==> config.mk <==
export PLATFORM = sky130hd
export DESIGN_NAME = mipsCore
export DESIGN_NICKNAME = d
export VERILOG_FILES = /design/src/logic/mipsPkg.sv /design/src/logic/fetchStage.sv /design/src/logic/decodeStage.sv /design/src/logic/regFile.sv /design/src/logic/hazardUnit.sv /design/src/logic/executeStage.sv /design/src/logic/memWbStage.sv /design/src/logic/mipsCore.sv
export VERILOG_INCLUDE_DIRS = /design/src /design/src/logic
export SDC_FILE = /design/constraint.sdc
export NUM_CORES = 2
export LEC_CHECK = 0
export ABC_CLOCK_PERIOD_IN_PS = 6800
export BUFFER_PORTS_ARGS = -buffer_cell sky130_fd_sc_hd__buf_2
export CAP_MARGIN = 20
export CORE_MARGIN = 8
export CORE_UTILIZATION = 63
export CTS_CLUSTER_DIAMETER = 40
export DETAILED_ROUTE_END_ITERATION = 12
export HOLD_SLACK_MARGIN = 0.05
export PLACE_DENSITY = 0.81
export SLEW_MARGIN = 20
export SYNTH_ARGS = -nofsm -noshare
export SYNTH_HDL_FRONTEND = slang
export SYNTH_SLANG_ARGS = --single-unit
==> constraint.sdc <==
create_clock -name clk -period 6.8 [get_ports clk]
set_clock_uncertainty 0.1 [all_clocks]
set_input_delay 1.02 -clock clk [delete_from_list [all_inputs] [get_ports clk]]
set_output_delay 1.02 -clock clk [all_outputs]
set_load 0.05 [all_outputs]
==> src/logic/mipsCore_defs.svh <==
`ifndef MIPS_CORE_DEFS_SVH
`define MIPS_CORE_DEFS_SVH

// boot vector
`define RESET_PC 32'hBFC00000

`define OP_SPECIAL 6'b000000
`define OP_ADDIU 6'b001001
`define OP_ORI 6'b001101
`define OP_LUI 6'b001111
`define OP_LW 6'b100011
`define OP_SW 6'b101011
`define OP_BEQ 6'b000100
`define OP_BNE 6'b000101

// funct field of SPECIAL
`define FN_ADDU 6'b100001
`define FN_SUBU 6'b100011
`define FN_AND 6'b100100
`define FN_OR 6'b100101
`define FN_SLT 6'b101010
`define FN_SLL 6'b000000

`define ALU_ADD 4'd0
`define ALU_SUB 4'd1
`define ALU_AND 4'd2
`define ALU_OR 4'd3
`define ALU_SLT 4'd4
`define ALU_SLL 4'd5
`define ALU_LUI 4'd6

`define WB_ALU 2'd0
`define WB_MEM 2'd1

`define FWD_RF 2'd0
`define FWD_MEM 2'd1
`define FWD_WB 2'd2

`endif

==> src/logic/mipsPkg.sv <==
package mipsPkg;

	// data word, byte address or instruction
	typedef logic [31:0] word_t;

	// general register number
	typedef logic [4:0] regAddr_t;

	// ALU operation code
	typedef logic [3:0] aluOp_t;

	// writeback source
	// upper immediates are built by the ALU, so they travel as ALU results
	typedef logic [1:0] wbSel_t;

	// operand taken from the register file, MEM stage or WB stage
	typedef logic [1:0] fwdSel_t;

endpackage

==> src/logic/fetchStage.sv <==
`timescale 1ns/1ps
`include "mipsCore_defs.svh"

module fetchStage (
	input logic clk,
	input logic rstN,
	input logic stall,
	input logic branchTaken,
	input mipsPkg::word_t branchTarget,
	input mipsPkg::word_t instr,
	output mipsPkg::word_t instrAddr,
	output mipsPkg::word_t ifIdPc,
	output mipsPkg::word_t ifIdInstr
);

	mipsPkg::word_t pc;
	mipsPkg::word_t nextPc;

	assign instrAddr = pc;

	// the delay slot is already being fetched when the branch resolves
	assign nextPc = branchTaken ? branchTarget : pc + 32'd4;

	always_ff @(posedge clk or negedge rstN) begin
		if (!rstN) begin
			pc <= `RESET_PC;
		end else if (!stall) begin
			pc <= nextPc;
		end
	end

	// IF/ID register
	// an all-zero word is the nop sll $0,$0,0
	always_ff @(posedge clk or negedge rstN) begin
		if (!rstN) begin
			ifIdInstr <= '0;
		end else if (!stall) begin
			ifIdInstr <= instr;
		end
	end

	always_ff @(posedge clk) begin
		if (!stall) begin
			ifIdPc <= pc;
		end
	end

endmodule

==> src/logic/decodeStage.sv <==
`timescale 1ns/1ps
`include "mipsCore_defs.svh"

module decodeStage (
	input logic clk,
	input logic rstN,
	input logic stall,
	input mipsPkg::word_t ifIdPc,
	input mipsPkg::word_t ifIdInstr,
	input mipsPkg::word_t rsData,
	input mipsPkg::word_t rtData,
	input mipsPkg::fwdSel_t fwdRsId,
	input mipsPkg::fwdSel_t fwdRtId,
	input mipsPkg::word_t memAluResult,
	output mipsPkg::regAddr_t rsAddr,
	output mipsPkg::regAddr_t rtAddr,
	output logic branchTaken,
	output mipsPkg::word_t branchTarget,
	output logic isBranch,
	output mipsPkg::aluOp_t exAluOp,
	output mipsPkg::wbSel_t exWbSel,
	output logic exRegWrite,
	output logic exMemRead,
	output logic exMemWrite,
	output logic exUseImm,
	output mipsPkg::regAddr_t exRs,
	output mipsPkg::regAddr_t exRt,
	output mipsPkg::regAddr_t exRd,
	output logic [4:0] exShamt,
	output mipsPkg::word_t exRsData,
	output mipsPkg::word_t exRtData,
	output mipsPkg::word_t exImm,
	output mipsPkg::word_t exPc
);

	logic [5:0] opcode;
	logic [5:0] funct;
	mipsPkg::aluOp_t aluOp;
	mipsPkg::wbSel_t wbSel;
	logic regWrite;
	logic memRead;
	logic memWrite;
	logic useImm;
	logic zeroExt;
	logic readsRt;
	logic destIsRd;
	logic isBeq;
	logic isBne;
	mipsPkg::regAddr_t destReg;
	mipsPkg::word_t imm;
	mipsPkg::word_t rsValue;
	mipsPkg::word_t rtValue;

	assign opcode = ifIdInstr[31:26];
	assign funct = ifIdInstr[5:0];

	always_comb begin
		aluOp = `ALU_ADD;
		wbSel = `WB_ALU;
		regWrite = 1'b0;
		memRead = 1'b0;
		memWrite = 1'b0;
		useImm = 1'b0;
		zeroExt = 1'b0;
		readsRt = 1'b0;
		destIsRd = 1'b0;
		isBeq = 1'b0;
		isBne = 1'b0;
		case (opcode)
			`OP_SPECIAL: begin
				regWrite = 1'b1;
				readsRt = 1'b1;
				destIsRd = 1'b1;
				case (funct)
					`FN_ADDU: aluOp = `ALU_ADD;
					`FN_SUBU: aluOp = `ALU_SUB;
					`FN_AND: aluOp = `ALU_AND;
					`FN_OR: aluOp = `ALU_OR;
					`FN_SLT: aluOp = `ALU_SLT;
					`FN_SLL: aluOp = `ALU_SLL;
					default: regWrite = 1'b0;
				endcase
			end
			`OP_ADDIU: begin
				regWrite = 1'b1;
				useImm = 1'b1;
			end
			`OP_ORI: begin
				aluOp = `ALU_OR;
				regWrite = 1'b1;
				useImm = 1'b1;
				zeroExt = 1'b1;
			end
			`OP_LUI: begin
				aluOp = `ALU_LUI;
				regWrite = 1'b1;
				useImm = 1'b1;
			end
			`OP_LW: begin
				wbSel = `WB_MEM;
				regWrite = 1'b1;
				memRead = 1'b1;
				useImm = 1'b1;
			end
			`OP_SW: begin
				memWrite = 1'b1;
				useImm = 1'b1;
				readsRt = 1'b1;
			end
			`OP_BEQ: begin
				isBeq = 1'b1;
				readsRt = 1'b1;
			end
			`OP_BNE: begin
				isBne = 1'b1;
				readsRt = 1'b1;
			end
			default: ;
		endcase
	end

	// rt of an I-type ALU op is a destination, so it is not reported as a source
	assign rsAddr = ifIdInstr[25:21];
	assign rtAddr = readsRt ? ifIdInstr[20:16] : 5'd0;
	assign destReg = destIsRd ? ifIdInstr[15:11] : ifIdInstr[20:16];
	assign imm = zeroExt ? {16'b0, ifIdInstr[15:0]} : {{16{ifIdInstr[15]}}, ifIdInstr[15:0]};

	assign rsValue = (fwdRsId == `FWD_MEM) ? memAluResult : rsData;
	assign rtValue = (fwdRtId == `FWD_MEM) ? memAluResult : rtData;

	assign isBranch = isBeq || isBne;
	assign branchTaken = (isBeq && rsValue == rtValue) || (isBne && rsValue != rtValue);
	assign branchTarget = ifIdPc + 32'd4 + {imm[29:0], 2'b00};

	// a stall loads a bubble into the ID/EX register
	always_ff @(posedge clk or negedge rstN) begin
		if (!rstN) begin
			exRegWrite <= 1'b0;
			exMemRead <= 1'b0;
			exMemWrite <= 1'b0;
			exRs <= '0;
			exRt <= '0;
			exRd <= '0;
		end else begin
			exRegWrite <= regWrite && !stall;
			exMemRead <= memRead && !stall;
			exMemWrite <= memWrite && !stall;
			exRs <= rsAddr;
			exRt <= rtAddr;
			exRd <= destReg;
		end
	end

	always_ff @(posedge clk) begin
		exAluOp <= aluOp;
		exWbSel <= wbSel;
		exUseImm <= useImm;
		exShamt <= ifIdInstr[10:6];
		exRsData <= rsValue;
		exRtData <= rtValue;
		exImm <= imm;
		exPc <= ifIdPc;
	end

endmodule

==> src/logic/regFile.sv <==
`timescale 1ns/1ps

module regFile (
	input logic clk,
	input logic rstN,
	input mipsPkg::regAddr_t rsAddr,
	input mipsPkg::regAddr_t rtAddr,
	input logic wbWe,
	input mipsPkg::regAddr_t wbRd,
	input mipsPkg::word_t wbData,
	output mipsPkg::word_t rsData,
	output mipsPkg::word_t rtData
);

	mipsPkg::word_t regs [32];

	// r0 always reads zero
	// a write in the same cycle is seen by the read
	function automatic mipsPkg::word_t readPort(input mipsPkg::regAddr_t addr);
		if (addr == 5'd0) begin
			return '0;
		end else if (wbWe && wbRd == addr) begin
			return wbData;
		end
		return regs[addr];
	endfunction

	always_comb begin
		rsData = readPort(rsAddr);
		rtData = readPort(rtAddr);
	end

	always_ff @(posedge clk or negedge rstN) begin
		if (!rstN) begin
			for (int i = 0; i < 32; i++) begin
				regs[i] <= '0;
			end
		end else if (wbWe && wbRd != 5'd0) begin
			regs[wbRd] <= wbData;
		end
	end

endmodule

==> src/logic/hazardUnit.sv <==
`timescale 1ns/1ps
`include "mipsCore_defs.svh"

module hazardUnit (
	input mipsPkg::regAddr_t rsAddr,
	input mipsPkg::regAddr_t rtAddr,
	input logic isBranch,
	input mipsPkg::regAddr_t exRs,
	input mipsPkg::regAddr_t exRt,
	input mipsPkg::regAddr_t exRd,
	input logic exRegWrite,
	input logic exMemRead,
	input mipsPkg::regAddr_t memRd,
	input logic memRegWrite,
	input logic memMemRead,
	input mipsPkg::regAddr_t wbRd,
	input logic wbWe,
	output logic stall,
	output mipsPkg::fwdSel_t fwdRsId,
	output mipsPkg::fwdSel_t fwdRtId,
	output mipsPkg::fwdSel_t fwdRsEx,
	output mipsPkg::fwdSel_t fwdRtEx
);

	logic exHitRs;
	logic exHitRt;
	logic memLoadHit;
	logic loadUse;

	function automatic logic memWrites(input mipsPkg::regAddr_t src);
		return memRegWrite && memRd != 5'd0 && memRd == src;
	endfunction

	// newest producer wins
	function automatic mipsPkg::fwdSel_t exFwd(input mipsPkg::regAddr_t src);
		if (memWrites(src)) begin
			return `FWD_MEM;
		end else if (wbWe && wbRd == src) begin
			return `FWD_WB;
		end
		return `FWD_RF;
	endfunction

	always_comb begin
		fwdRsEx = exFwd(exRs);
		fwdRtEx = exFwd(exRt);
		// load data is not ready while the load is in MEM
		fwdRsId = (memWrites(rsAddr) && !memMemRead) ? `FWD_MEM : `FWD_RF;
		fwdRtId = (memWrites(rtAddr) && !memMemRead) ? `FWD_MEM : `FWD_RF;

		exHitRs = exRegWrite && exRd != 5'd0 && exRd == rsAddr;
		exHitRt = exRegWrite && exRd != 5'd0 && exRd == rtAddr;
		memLoadHit = memMemRead && (memWrites(rsAddr) || memWrites(rtAddr));
		loadUse = exMemRead && (exHitRs || exHitRt);
		stall = loadUse || (isBranch && (exHitRs || exHitRt || memLoadHit));
	end

endmodule

==> src/logic/executeStage.sv <==
`timescale 1ns/1ps
`include "mipsCore_defs.svh"

module executeStage (
	input logic clk,
	input logic rstN,
	input mipsPkg::aluOp_t exAluOp,
	input mipsPkg::wbSel_t exWbSel,
	input logic exRegWrite,
	input logic exMemRead,
	input logic exMemWrite,
	input logic exUseImm,
	input mipsPkg::regAddr_t exRd,
	input logic [4:0] exShamt,
	input mipsPkg::word_t exRsData,
	input mipsPkg::word_t exRtData,
	input mipsPkg::word_t exImm,
	input mipsPkg::word_t exPc,
	input mipsPkg::fwdSel_t fwdRsEx,
	input mipsPkg::fwdSel_t fwdRtEx,
	input mipsPkg::word_t wbData,
	output mipsPkg::word_t memAluResult,
	output mipsPkg::word_t memStoreData,
	output mipsPkg::regAddr_t memRd,
	output logic memRegWrite,
	output logic memMemRead,
	output logic memMemWrite,
	output mipsPkg::wbSel_t memWbSel,
	output mipsPkg::word_t memPc
);

	mipsPkg::word_t opA;
	mipsPkg::word_t rtValue;
	mipsPkg::word_t opB;
	mipsPkg::word_t aluResult;

	function automatic mipsPkg::word_t operandMux(
		input mipsPkg::fwdSel_t sel,
		input mipsPkg::word_t rfValue
	);
		case (sel)
			`FWD_MEM: return memAluResult;
			`FWD_WB: return wbData;
			default: return rfValue;
		endcase
	endfunction

	always_comb begin
		opA = operandMux(fwdRsEx, exRsData);
		rtValue = operandMux(fwdRtEx, exRtData);
		opB = exUseImm ? exImm : rtValue;
		case (exAluOp)
			`ALU_SUB: aluResult = opA - opB;
			`ALU_AND: aluResult = opA & opB;
			`ALU_OR: aluResult = opA | opB;
			`ALU_SLT: aluResult = {31'b0, $signed(opA) < $signed(opB)};
			`ALU_SLL: aluResult = opB << exShamt;
			`ALU_LUI: aluResult = {opB[15:0], 16'b0};
			default: aluResult = opA + opB;
		endcase
	end

	// EX/MEM register
	always_ff @(posedge clk or negedge rstN) begin
		if (!rstN) begin
			memRegWrite <= 1'b0;
			memMemRead <= 1'b0;
			memMemWrite <= 1'b0;
			memRd <= '0;
		end else begin
			memRegWrite <= exRegWrite;
			memMemRead <= exMemRead;
			memMemWrite <= exMemWrite;
			memRd <= exRd;
		end
	end

	always_ff @(posedge clk) begin
		memAluResult <= aluResult;
		memStoreData <= rtValue;
		memWbSel <= exWbSel;
		memPc <= exPc;
	end

endmodule

==> src/logic/memWbStage.sv <==
`timescale 1ns/1ps
`include "mipsCore_defs.svh"

module memWbStage (
	input logic clk,
	input logic rstN,
	input mipsPkg::word_t memAluResult,
	input mipsPkg::word_t memStoreData,
	input mipsPkg::regAddr_t memRd,
	input logic memRegWrite,
	input logic memMemWrite,
	input mipsPkg::wbSel_t memWbSel,
	input mipsPkg::word_t memPc,
	input mipsPkg::word_t dataRdata,
	output mipsPkg::word_t dataAddr,
	output logic dataWe,
	output mipsPkg::word_t dataWdata,
	output logic wbWe,
	output mipsPkg::regAddr_t wbRd,
	output mipsPkg::word_t wbData,
	output mipsPkg::word_t debugWbPc,
	output logic debugWbRfWen,
	output mipsPkg::regAddr_t debugWbRfWnum,
	output mipsPkg::word_t debugWbRfWdata
);

	mipsPkg::word_t memResult;
	mipsPkg::word_t wbPc;

	// data memory answers in the same cycle
	assign dataAddr = memAluResult;
	assign dataWe = memMemWrite;
	assign dataWdata = memStoreData;
	assign memResult = (memWbSel == `WB_MEM) ? dataRdata : memAluResult;

	// writes to r0 are dropped at the MEM/WB register
	always_ff @(posedge clk or negedge rstN) begin
		if (!rstN) begin
			wbWe <= 1'b0;
			wbRd <= '0;
		end else begin
			wbWe <= memRegWrite && memRd != 5'd0;
			wbRd <= memRd;
		end
	end

	always_ff @(posedge clk) begin
		wbData <= memResult;
		wbPc <= memPc;
	end

	assign debugWbPc = wbPc;
	assign debugWbRfWen = wbWe;
	assign debugWbRfWnum = wbRd;
	assign debugWbRfWdata = wbData;

endmodule

==> src/logic/mipsCore.sv <==
`timescale 1ns/1ps

module mipsCore (
	input logic clk,
	input logic rstN,
	output mipsPkg::word_t instrAddr,
	input mipsPkg::word_t instr,
	output mipsPkg::word_t dataAddr,
	output logic dataWe,
	output mipsPkg::word_t dataWdata,
	input mipsPkg::word_t dataRdata,
	output mipsPkg::word_t debugWbPc,
	output logic debugWbRfWen,
	output mipsPkg::regAddr_t debugWbRfWnum,
	output mipsPkg::word_t debugWbRfWdata
);

	logic stall;
	logic branchTaken;
	logic isBranch;
	mipsPkg::word_t branchTarget;
	mipsPkg::word_t ifIdPc;
	mipsPkg::word_t ifIdInstr;

	mipsPkg::regAddr_t rsAddr;
	mipsPkg::regAddr_t rtAddr;
	mipsPkg::word_t rsData;
	mipsPkg::word_t rtData;
	mipsPkg::fwdSel_t fwdRsId;
	mipsPkg::fwdSel_t fwdRtId;
	mipsPkg::fwdSel_t fwdRsEx;
	mipsPkg::fwdSel_t fwdRtEx;

	// ID/EX
	mipsPkg::aluOp_t exAluOp;
	mipsPkg::wbSel_t exWbSel;
	logic exRegWrite;
	logic exMemRead;
	logic exMemWrite;
	logic exUseImm;
	mipsPkg::regAddr_t exRs;
	mipsPkg::regAddr_t exRt;
	mipsPkg::regAddr_t exRd;
	logic [4:0] exShamt;
	mipsPkg::word_t exRsData;
	mipsPkg::word_t exRtData;
	mipsPkg::word_t exImm;
	mipsPkg::word_t exPc;

	// EX/MEM
	mipsPkg::word_t memAluResult;
	mipsPkg::word_t memStoreData;
	mipsPkg::regAddr_t memRd;
	logic memRegWrite;
	logic memMemRead;
	logic memMemWrite;
	mipsPkg::wbSel_t memWbSel;
	mipsPkg::word_t memPc;

	// WB write port
	logic wbWe;
	mipsPkg::regAddr_t wbRd;
	mipsPkg::word_t wbData;

	fetchStage i_fetchStage (
		.clk(clk), .rstN(rstN), .stall(stall),
		.branchTaken(branchTaken), .branchTarget(branchTarget), .instr(instr),
		.instrAddr(instrAddr), .ifIdPc(ifIdPc), .ifIdInstr(ifIdInstr)
	);

	decodeStage i_decodeStage (
		.clk(clk), .rstN(rstN), .stall(stall),
		.ifIdPc(ifIdPc), .ifIdInstr(ifIdInstr),
		.rsData(rsData), .rtData(rtData),
		.fwdRsId(fwdRsId), .fwdRtId(fwdRtId), .memAluResult(memAluResult),
		.rsAddr(rsAddr), .rtAddr(rtAddr),
		.branchTaken(branchTaken), .branchTarget(branchTarget), .isBranch(isBranch),
		.exAluOp(exAluOp), .exWbSel(exWbSel),
		.exRegWrite(exRegWrite), .exMemRead(exMemRead),
		.exMemWrite(exMemWrite), .exUseImm(exUseImm),
		.exRs(exRs), .exRt(exRt), .exRd(exRd), .exShamt(exShamt),
		.exRsData(exRsData), .exRtData(exRtData), .exImm(exImm), .exPc(exPc)
	);

	regFile i_regFile (
		.clk(clk), .rstN(rstN),
		.rsAddr(rsAddr), .rtAddr(rtAddr),
		.wbWe(wbWe), .wbRd(wbRd), .wbData(wbData),
		.rsData(rsData), .rtData(rtData)
	);

	hazardUnit i_hazardUnit (
		.rsAddr(rsAddr), .rtAddr(rtAddr), .isBranch(isBranch),
		.exRs(exRs), .exRt(exRt), .exRd(exRd),
		.exRegWrite(exRegWrite), .exMemRead(exMemRead),
		.memRd(memRd), .memRegWrite(memRegWrite), .memMemRead(memMemRead),
		.wbRd(wbRd), .wbWe(wbWe),
		.stall(stall), .fwdRsId(fwdRsId), .fwdRtId(fwdRtId),
		.fwdRsEx(fwdRsEx), .fwdRtEx(fwdRtEx)
	);

	executeStage i_executeStage (
		.clk(clk), .rstN(rstN),
		.exAluOp(exAluOp), .exWbSel(exWbSel),
		.exRegWrite(exRegWrite), .exMemRead(exMemRead),
		.exMemWrite(exMemWrite), .exUseImm(exUseImm),
		.exRd(exRd), .exShamt(exShamt),
		.exRsData(exRsData), .exRtData(exRtData), .exImm(exImm), .exPc(exPc),
		.fwdRsEx(fwdRsEx), .fwdRtEx(fwdRtEx), .wbData(wbData),
		.memAluResult(memAluResult), .memStoreData(memStoreData), .memRd(memRd),
		.memRegWrite(memRegWrite), .memMemRead(memMemRead),
		.memMemWrite(memMemWrite), .memWbSel(memWbSel), .memPc(memPc)
	);

	memWbStage i_memWbStage (
		.clk(clk), .rstN(rstN),
		.memAluResult(memAluResult), .memStoreData(memStoreData), .memRd(memRd),
		.memRegWrite(memRegWrite), .memMemWrite(memMemWrite),
		.memWbSel(memWbSel), .memPc(memPc), .dataRdata(dataRdata),
		.dataAddr(dataAddr), .dataWe(dataWe), .dataWdata(dataWdata),
		.wbWe(wbWe), .wbRd(wbRd), .wbData(wbData),
		.debugWbPc(debugWbPc), .debugWbRfWen(debugWbRfWen),
		.debugWbRfWnum(debugWbRfWnum), .debugWbRfWdata(debugWbRfWdata)
	);

endmodule

[Word-level counts from Yosys, hierarchy flattened]
Index checks and enable logic that the tools add are counted.
Operators by class
  add/sub/neg operators: 5
  $lt $le $gt $ge: 5
  equal/unequal tests: 37
  shift-type cells: 1
  mux-type cells: 55
  bitwise gates (word level): 5
  reductions and logical operators: 43
Operators with widths (number)
  $bwmux 1024: 1
  $mux 32: 16
  $bmux 32 s5: 2
  $pmux 32 s6: 1
  $demux 32 s5: 1
  $pmux 32 s2: 2
  $add 32x3->32 const B: 2
  $add 32x32->32: 2
  $eq 5x5->1: 10
  $eq 6x6->1 const B: 7
  $and 32x32->32: 1
  $eq 32x32->1: 1
  $lt 32x32->1: 1
  $ne 32x32->1: 1
  $or 32x32->32: 1
  $shl 32x5->32: 1
  $sub 32x32->32: 1
  $mux 30: 1
  $logic_and 1x1->1: 24
  $mux 1: 20
  $eq 6x4->1 const B: 3
  $ge 6x6->1 const B: 3
  $not 5->6: 3
  $pmux 3 s5: 1
  other kinds (20): 45
Storage, ports and cells
  register bits: 1451
  input port bits: 66
  output and inout bits: 167
  logic and storage cells: 213

[Depth between registers and ports, before layout]
  word-level depth: 14
  depth in mapped cells: 27

[Cells and area by module]
A second synthesis with hierarchy kept.
Second synthesis, totals
  cell total of the unflattened synthesis: 6341
  area, all modules: 79929.2 um^2
By module, submodules not included
  regFile: times used 1, cells an instance 3658, area an instance 54926.4 um^2, seq. area each 25624.6 um^2
  executeStage: times used 1, cells an instance 1423, area an instance 10821.6 um^2, seq. area each 2162.1 um^2
  decodeStage: times used 1, cells an instance 622, area an instance 6558.8 um^2, seq. area each 2832.7 um^2
  fetchStage: times used 1, cells an instance 350, area an instance 4259.1 um^2, seq. area each 2573.7 um^2
  memWbStage: times used 1, cells an instance 212, area an instance 2777.7 um^2, seq. area each 1431.4 um^2
  hazardUnit: times used 1, cells an instance 76, area an instance 585.6 um^2, seq. area each 0.0 um^2

[Worst setup path after synthesis]
OpenSTA, ideal clock, no wires.
  path type: register to register
  from: register i_memWbStage.wbRd[3], in the netlist i_memWbStage.debugWbRfWnum[3]
  to: register i_executeStage.memAluResult[31]
  library setup time: 140 ps
  data arrival time: 5839 ps
  required time: 6560 ps
  slack: 721 ps
  stages on the path, launching flop included: 23
  buffers on the path: 3
  clock period less this slack: 6079 ps
  path through: dfrtp_1 > clkbuf_1 > xor2_1 > nor4_1 > and3_1 > clkbuf_1 > clkbuf_1 > mux2i_1 > o21ai_0 > ha_1 > nand2b_1 > a21oi_1 > o21ai_0 > a2111oi_0 > o31ai_1 > a2111oi_0 > o21ai_0 > o22ai_1 > o221a_2 > a21oi_1 > o21bai_1 > mux2i_1 > o221ai_1
On the way
  cells in the longest elaborated chain, start to end: 10
  elaborated cells on any way between the ends: 23
  those cells by class: 2 x add/sub; 6 x eq/ne; 1 x shift; 10 x mux; 2 x bitwise; 2 x reduce/logical
RTL lines
  from (decl): line memWbStage.sv:19  | output mipsPkg::regAddr_t wbRd,
  from (signal assigned): line memWbStage.sv:43  | wbRd <= memRd;
  $eq 5x5->1: line hazardUnit.sv:38  | end else if (wbWe && wbRd == src) begin
  $logic_and 1x1->1: line hazardUnit.sv:38
  $mux 1: line hazardUnit.sv:38
  $mux 1: line hazardUnit.sv:36  | if (memWrites(src)) begin
  $mux 2: line hazardUnit.sv:41  | return `FWD_RF;
  $eq 2x2->1 or $eq 2x1->1 (tied branches): line executeStage.sv:41  | case (sel)
  $pmux 32 s2: line executeStage.sv:41
  $mux 32: line executeStage.sv:51  | opB = exUseImm ? exImm : rtValue;
  $add 32x32->32, or another cell as far along: line executeStage.sv:59  | default: aluResult = opA + opB;
  $pmux 32 s6 (*): line executeStage.sv:52  | case (exAluOp)
  via i_executeStage.aluResult[31]: line executeStage.sv:35  | mipsPkg::word_t aluResult;
  to (signal assigned): line executeStage.sv:79  | memAluResult <= aluResult;
  to (decl): line executeStage.sv:22  | output mipsPkg::word_t memAluResult,
Mark *: on every way through the listed nets, which the timed path passes. The rest lies on a longest branch.
A chain may end at the register's enable or synchronous reset.

[Worst setup path in the final report]
  from: register i_fetchStage.ifIdInstr[28]
  to: register i_fetchStage.pc[10], in the netlist i_fetchStage.instrAddr[10]
On the way
  cells in the longest elaborated chain, start to end: 14
  elaborated cells on any way between the ends: 42
  those cells by class: 9 x eq/ne; 14 x mux; 1 x bitwise; 18 x reduce/logical
RTL lines
  from (decl): line fetchStage.sv:13  | output mipsPkg::word_t ifIdInstr
  from (signal assigned): line fetchStage.sv:38  | ifIdInstr <= instr;
  $eq 6x6->1, or another cell as far along: line decodeStage.sv:69  | case (opcode)
  $reduce_or 4->1 (no line) (*)
  $mux 1 (*): line decodeStage.sv:69
  $mux 5 (*): line decodeStage.sv:124  | assign rtAddr = readsRt ? ifIdInstr[20:16] : 5'd0;
  $not 5->6 (implied by the code), or another cell as far along: line regFile.sv:25  | return regs[addr];
  $bmux 32 s5, or another cell as far along: line regFile.sv:25
  $mux 32 (implied by the code), or another cell as far along (2 in series): line regFile.sv:25
  $mux 32 or $eq 2x1->1 (tied branches)
  $mux 32 (*): line decodeStage.sv:129  | assign rtValue = (fwdRtId == `FWD_MEM) ? memAluResult : rtData;
  via i_decodeStage.rtValue[30]: line decodeStage.sv:52  | mipsPkg::word_t rtValue;
  $eq 32x32->1 or $ne 32x32->1 (tied branches): line decodeStage.sv:132  | assign branchTaken = (isBeq && rsValue == rtValue) || (isBne && rsValue != rtValue);
  $logic_and 1x1->1: line decodeStage.sv:132
  $logic_or 1x1->1 (*): line decodeStage.sv:132
  $mux 32 (*): line fetchStage.sv:22  | assign nextPc = branchTaken ? branchTarget : pc + 32'd4;
  to (signal assigned): line fetchStage.sv:26  | pc <= `RESET_PC;
  to (signal assigned): line fetchStage.sv:28  | pc <= nextPc;
  to (decl): line fetchStage.sv:16  | mipsPkg::word_t pc;
Mark *: on every way through the listed nets, which the timed path passes. The rest lies on a longest branch. The select of a mux whose other input is x is not followed.

==> flow_summary.yaml <==
placement:
  portBuffers: 232
  gp_congestion: 1.05
  dpl.hpwl_um: 188000
  dp.cells: 8131
  place_area_um2: 82200
logic_synthesis:
  synth_top_cell_by_area: "dfrtp_1"
  syn_avg_cell_area_um2: 12.0
  synth_common_cells: "mux2_2 (1121), dfrtp_1 (1111), nand2_1 (420)"
  synth.most_common_cell: "mux2_2"
  netlist-cell-type-count: 108
  ys.warnings.count: 0
  ys_top_cells_by_area: "dfrtp_1 (35%), mux2_2 (16%), mux4_2 (12%)"
  synth_edf_count: 32
  async_flop_share: 0.782
  synth_seq_cells: 1432
  synthCells: 6583
  synth_top_area_share: 0.353
  syn-cell-area_um2: 78900
  yosysSeqAreaShare: 0.439
  ys.flop_type: "dfrtp_1"
  synth_nets: 6806
finish:
  seq_area_um2: 34600
  layoutNonFillerInstCount: 8497
  design_area_um2: 89100
  syn_to_final_growth_pct: 13.0
  fill_cells: 8289
  drive_above_1_share: 0.368
  num-nets-final: 6892
  multi_input_area_um2: 41400
route:
  drc: 0
  viasPerCell: 7.44
  drt-total-wl_um: 296000
  vias: 63200
  dr.first_iter.drc_count: 9351
  wl_per_cell_um: 34.9
  antenna_left: 0
  firstDrtPassIters: 7
clocking:
  insertion_delay_ns: 0.88
  htreeDepth: 4
  cts_tree: "done"
  clockBufferDepth: 3
  cts.repair.resized: 0
  cts_hold_buf: 0
  post_cts_buffers: 0
  clkTransAtPathRegs_ns: 0.06
  clkSinkCount: 1432
  cts-root-buf: "clkbuf_16"
  cts_buffers: 186
worst_setup_path:
  cp-end-kind: "flop"
  cp.required_ns: 7.42
  ff2ff_path_depth: 15
  path_max_fanout: 28
  critPathMaxStageDelay_ns: 1.02
  startpoint_type: "flop"
  path_cells: "nand2b_1 > a32oi_2 > or3_1 > buf_4 > o22ai_1 > o31ai_1 > o31a_1 > xor2_1 > nor2_1 > nand4_1 > nor4_4 > buf_4 > nand3_4 > a32o_1 > a311o_1"
  crit_top_cell: "buf_4"
  cp_slowest_cell: "a32oi_2"
  setup.worst_path.class: "flop to flop"
  worstPathArrival_ns: 7.50
  regToRegSetupSlack_ns: -0.08
timing:
  worst_pin_slew_ns: 1.30
  relSlewSlack: 0.136
  rsz0062_at_grt: "no"
  post-route-period-util: 1.01
  slew_viol_final: 0
  hold_viol_final: 0
  fmax_mhz: 145
  finalSetupViolations: 15
  fin_crit_ns: 6.88
  postLayoutSetupSlackWorst_ns: -0.0793
job:
  maxCapViolCount: 0
grt:
  grt_max_degree: 177
  grt_first_pass_wirelength_um: 431000
  grt-ovfl-total: 0
  antenna_found_initial: 28
  gr-usage-all-layers: 0.426
  first_global_vias: 63100
die:
  die_w_um: 370
  rows: 130
  start_util: 0.631
  dieArea_um2: 137000
  core-area_um2: 125000
  pin_count: 233
  fp.dieH_um: 370
run_status:
  status: "finished with violations"
  failed_checks: "setup timing"
worst_hold_path:
  hold_path_class: "primary input to asynchronous set/reset pin"
pwr:
  power_w: 0.0244
  worst_ir_drop_vdd_mv: 0.307
  leakage_nw: 41.4
  power_density_nw_per_um2: 273
stage by stage:
stage	setup TNS, ns	setup WS (ns)	util	hold slack (ns)
floorplan	0	0.721	-	0.210
global placement	0	0.192	0.658	0.210
detailed placement	0	0.431	0.658	0.212
CTS	0	0.418	0.713	0.158
global route	0	0.0135	0.713	0.197
finish	-0.569	-0.0793	0.713	0.127
power by group:
part	switching, W	total (W)	internal, W
logic	0.00261	0.00388	0.00127
clock network	0.00424	0.0107	0.00651
registers	0.000563	0.00973	0.00917
total	0.00741	0.0244	0.0170
routing by layer:
layer | track usage | wire [µm]
met1 | 0.526 | 102000
met2 | 0.602 | 124000
met3 | 0.169 | 42600
met4 | 0.317 | 28300
met5 | 0 | 113
sequential cells by signal, summed over array words and instances (netlist names), 3 cells and up:
name,cells
i_decodeStage.exAluOp,3
i_decodeStage.exImm,14
i_decodeStage.exPc,32
i_decodeStage.exRd,5
i_decodeStage.exRs,5
i_decodeStage.exRsData,32
i_decodeStage.exRt,5
i_decodeStage.exRtData,32
i_decodeStage.exShamt,4
i_executeStage.memAluResult,32
i_executeStage.memPc,32
i_executeStage.memRd,5
i_executeStage.memStoreData,32
i_fetchStage.ifIdInstr,32
i_fetchStage.ifIdPc,32
i_fetchStage.instrAddr,32
i_memWbStage.debugWbPc,32
i_memWbStage.debugWbRfWdata,32
i_memWbStage.debugWbRfWnum,5
i_regFile.regs,1024
worst max-delay path, delay by kind of cell (launching register included):
kind | cells | cell delay, ns
compound gates | 6 | 3.14
simple gates | 6 | 2.25
buf+inv | 2 | 0.60
flops | 1 | 0.52
xor+xnor | 1 | 0.09
cells by family (layout without fill, tap and decap cells):
family	count (synthesis)	in the layout	share of synthesized area
XOR/XNOR	112	112	0.0124
other	0	18	0
AND/OR/NAND/NOR	1093	1093	0.0661
adder cells (fa/ha/maj)	157	157	0.0252
multiplexers	1833	1833	0.316
buffers and inverters	749	995	0.0402
flip-flops	1432	1432	0.439
AO/OA/AOI/OAI	1207	1207	0.101
placed cells by master, fill, tap and decap left out, drive strengths merged, types with 154 or more instances in the layout:
cell,netlist,final
mux2i,299,299
clkbuf,394,239
o21ai,298,298
nand2,422,422
nor2,229,229
mux4,413,413
dfrtp,1111,1111
inv,138,166
dfxtp,280,280
buf,214,506
ha,154,154
mux2,1121,1121
a21oi,246,246
cell type report:
type | count | area share
flip-flops and latches | 1432 | 0.389
multi-input cells | 4402 | 0.465
well taps | 1650 | 0.0232
clock buffers | 239 | 0.0587
diodes | 18 | 0.000505
clock inverters | 109 | 0.0185
inverters | 141 | 0.00595
repair buffers | 506 | 0.0399
path summary, 6_finish.rpt:
kind,startpoint,to
max in group asynchronous,rstN,i_regFile.regs[1008]$_DFFE_PN0P_
worst max register to register,i_fetchStage.ifIdInstr[28]$_DFFE_PN0N_,i_fetchStage.instrAddr[10]$_DFFE_PN0N_
worst min-delay path,rstN,i_regFile.regs[78]$_DFFE_PN0P_
min in group clk,i_decodeStage.exPc[11]$_DFF_P_,i_executeStage.memPc[11]$_DFF_P_
worst min register to register,i_decodeStage.exPc[11]$_DFF_P_,i_executeStage.memPc[11]$_DFF_P_
worst max-delay path,i_fetchStage.ifIdInstr[28]$_DFFE_PN0N_,i_fetchStage.instrAddr[10]$_DFFE_PN0N_
(Power assumes the default switching activity.)
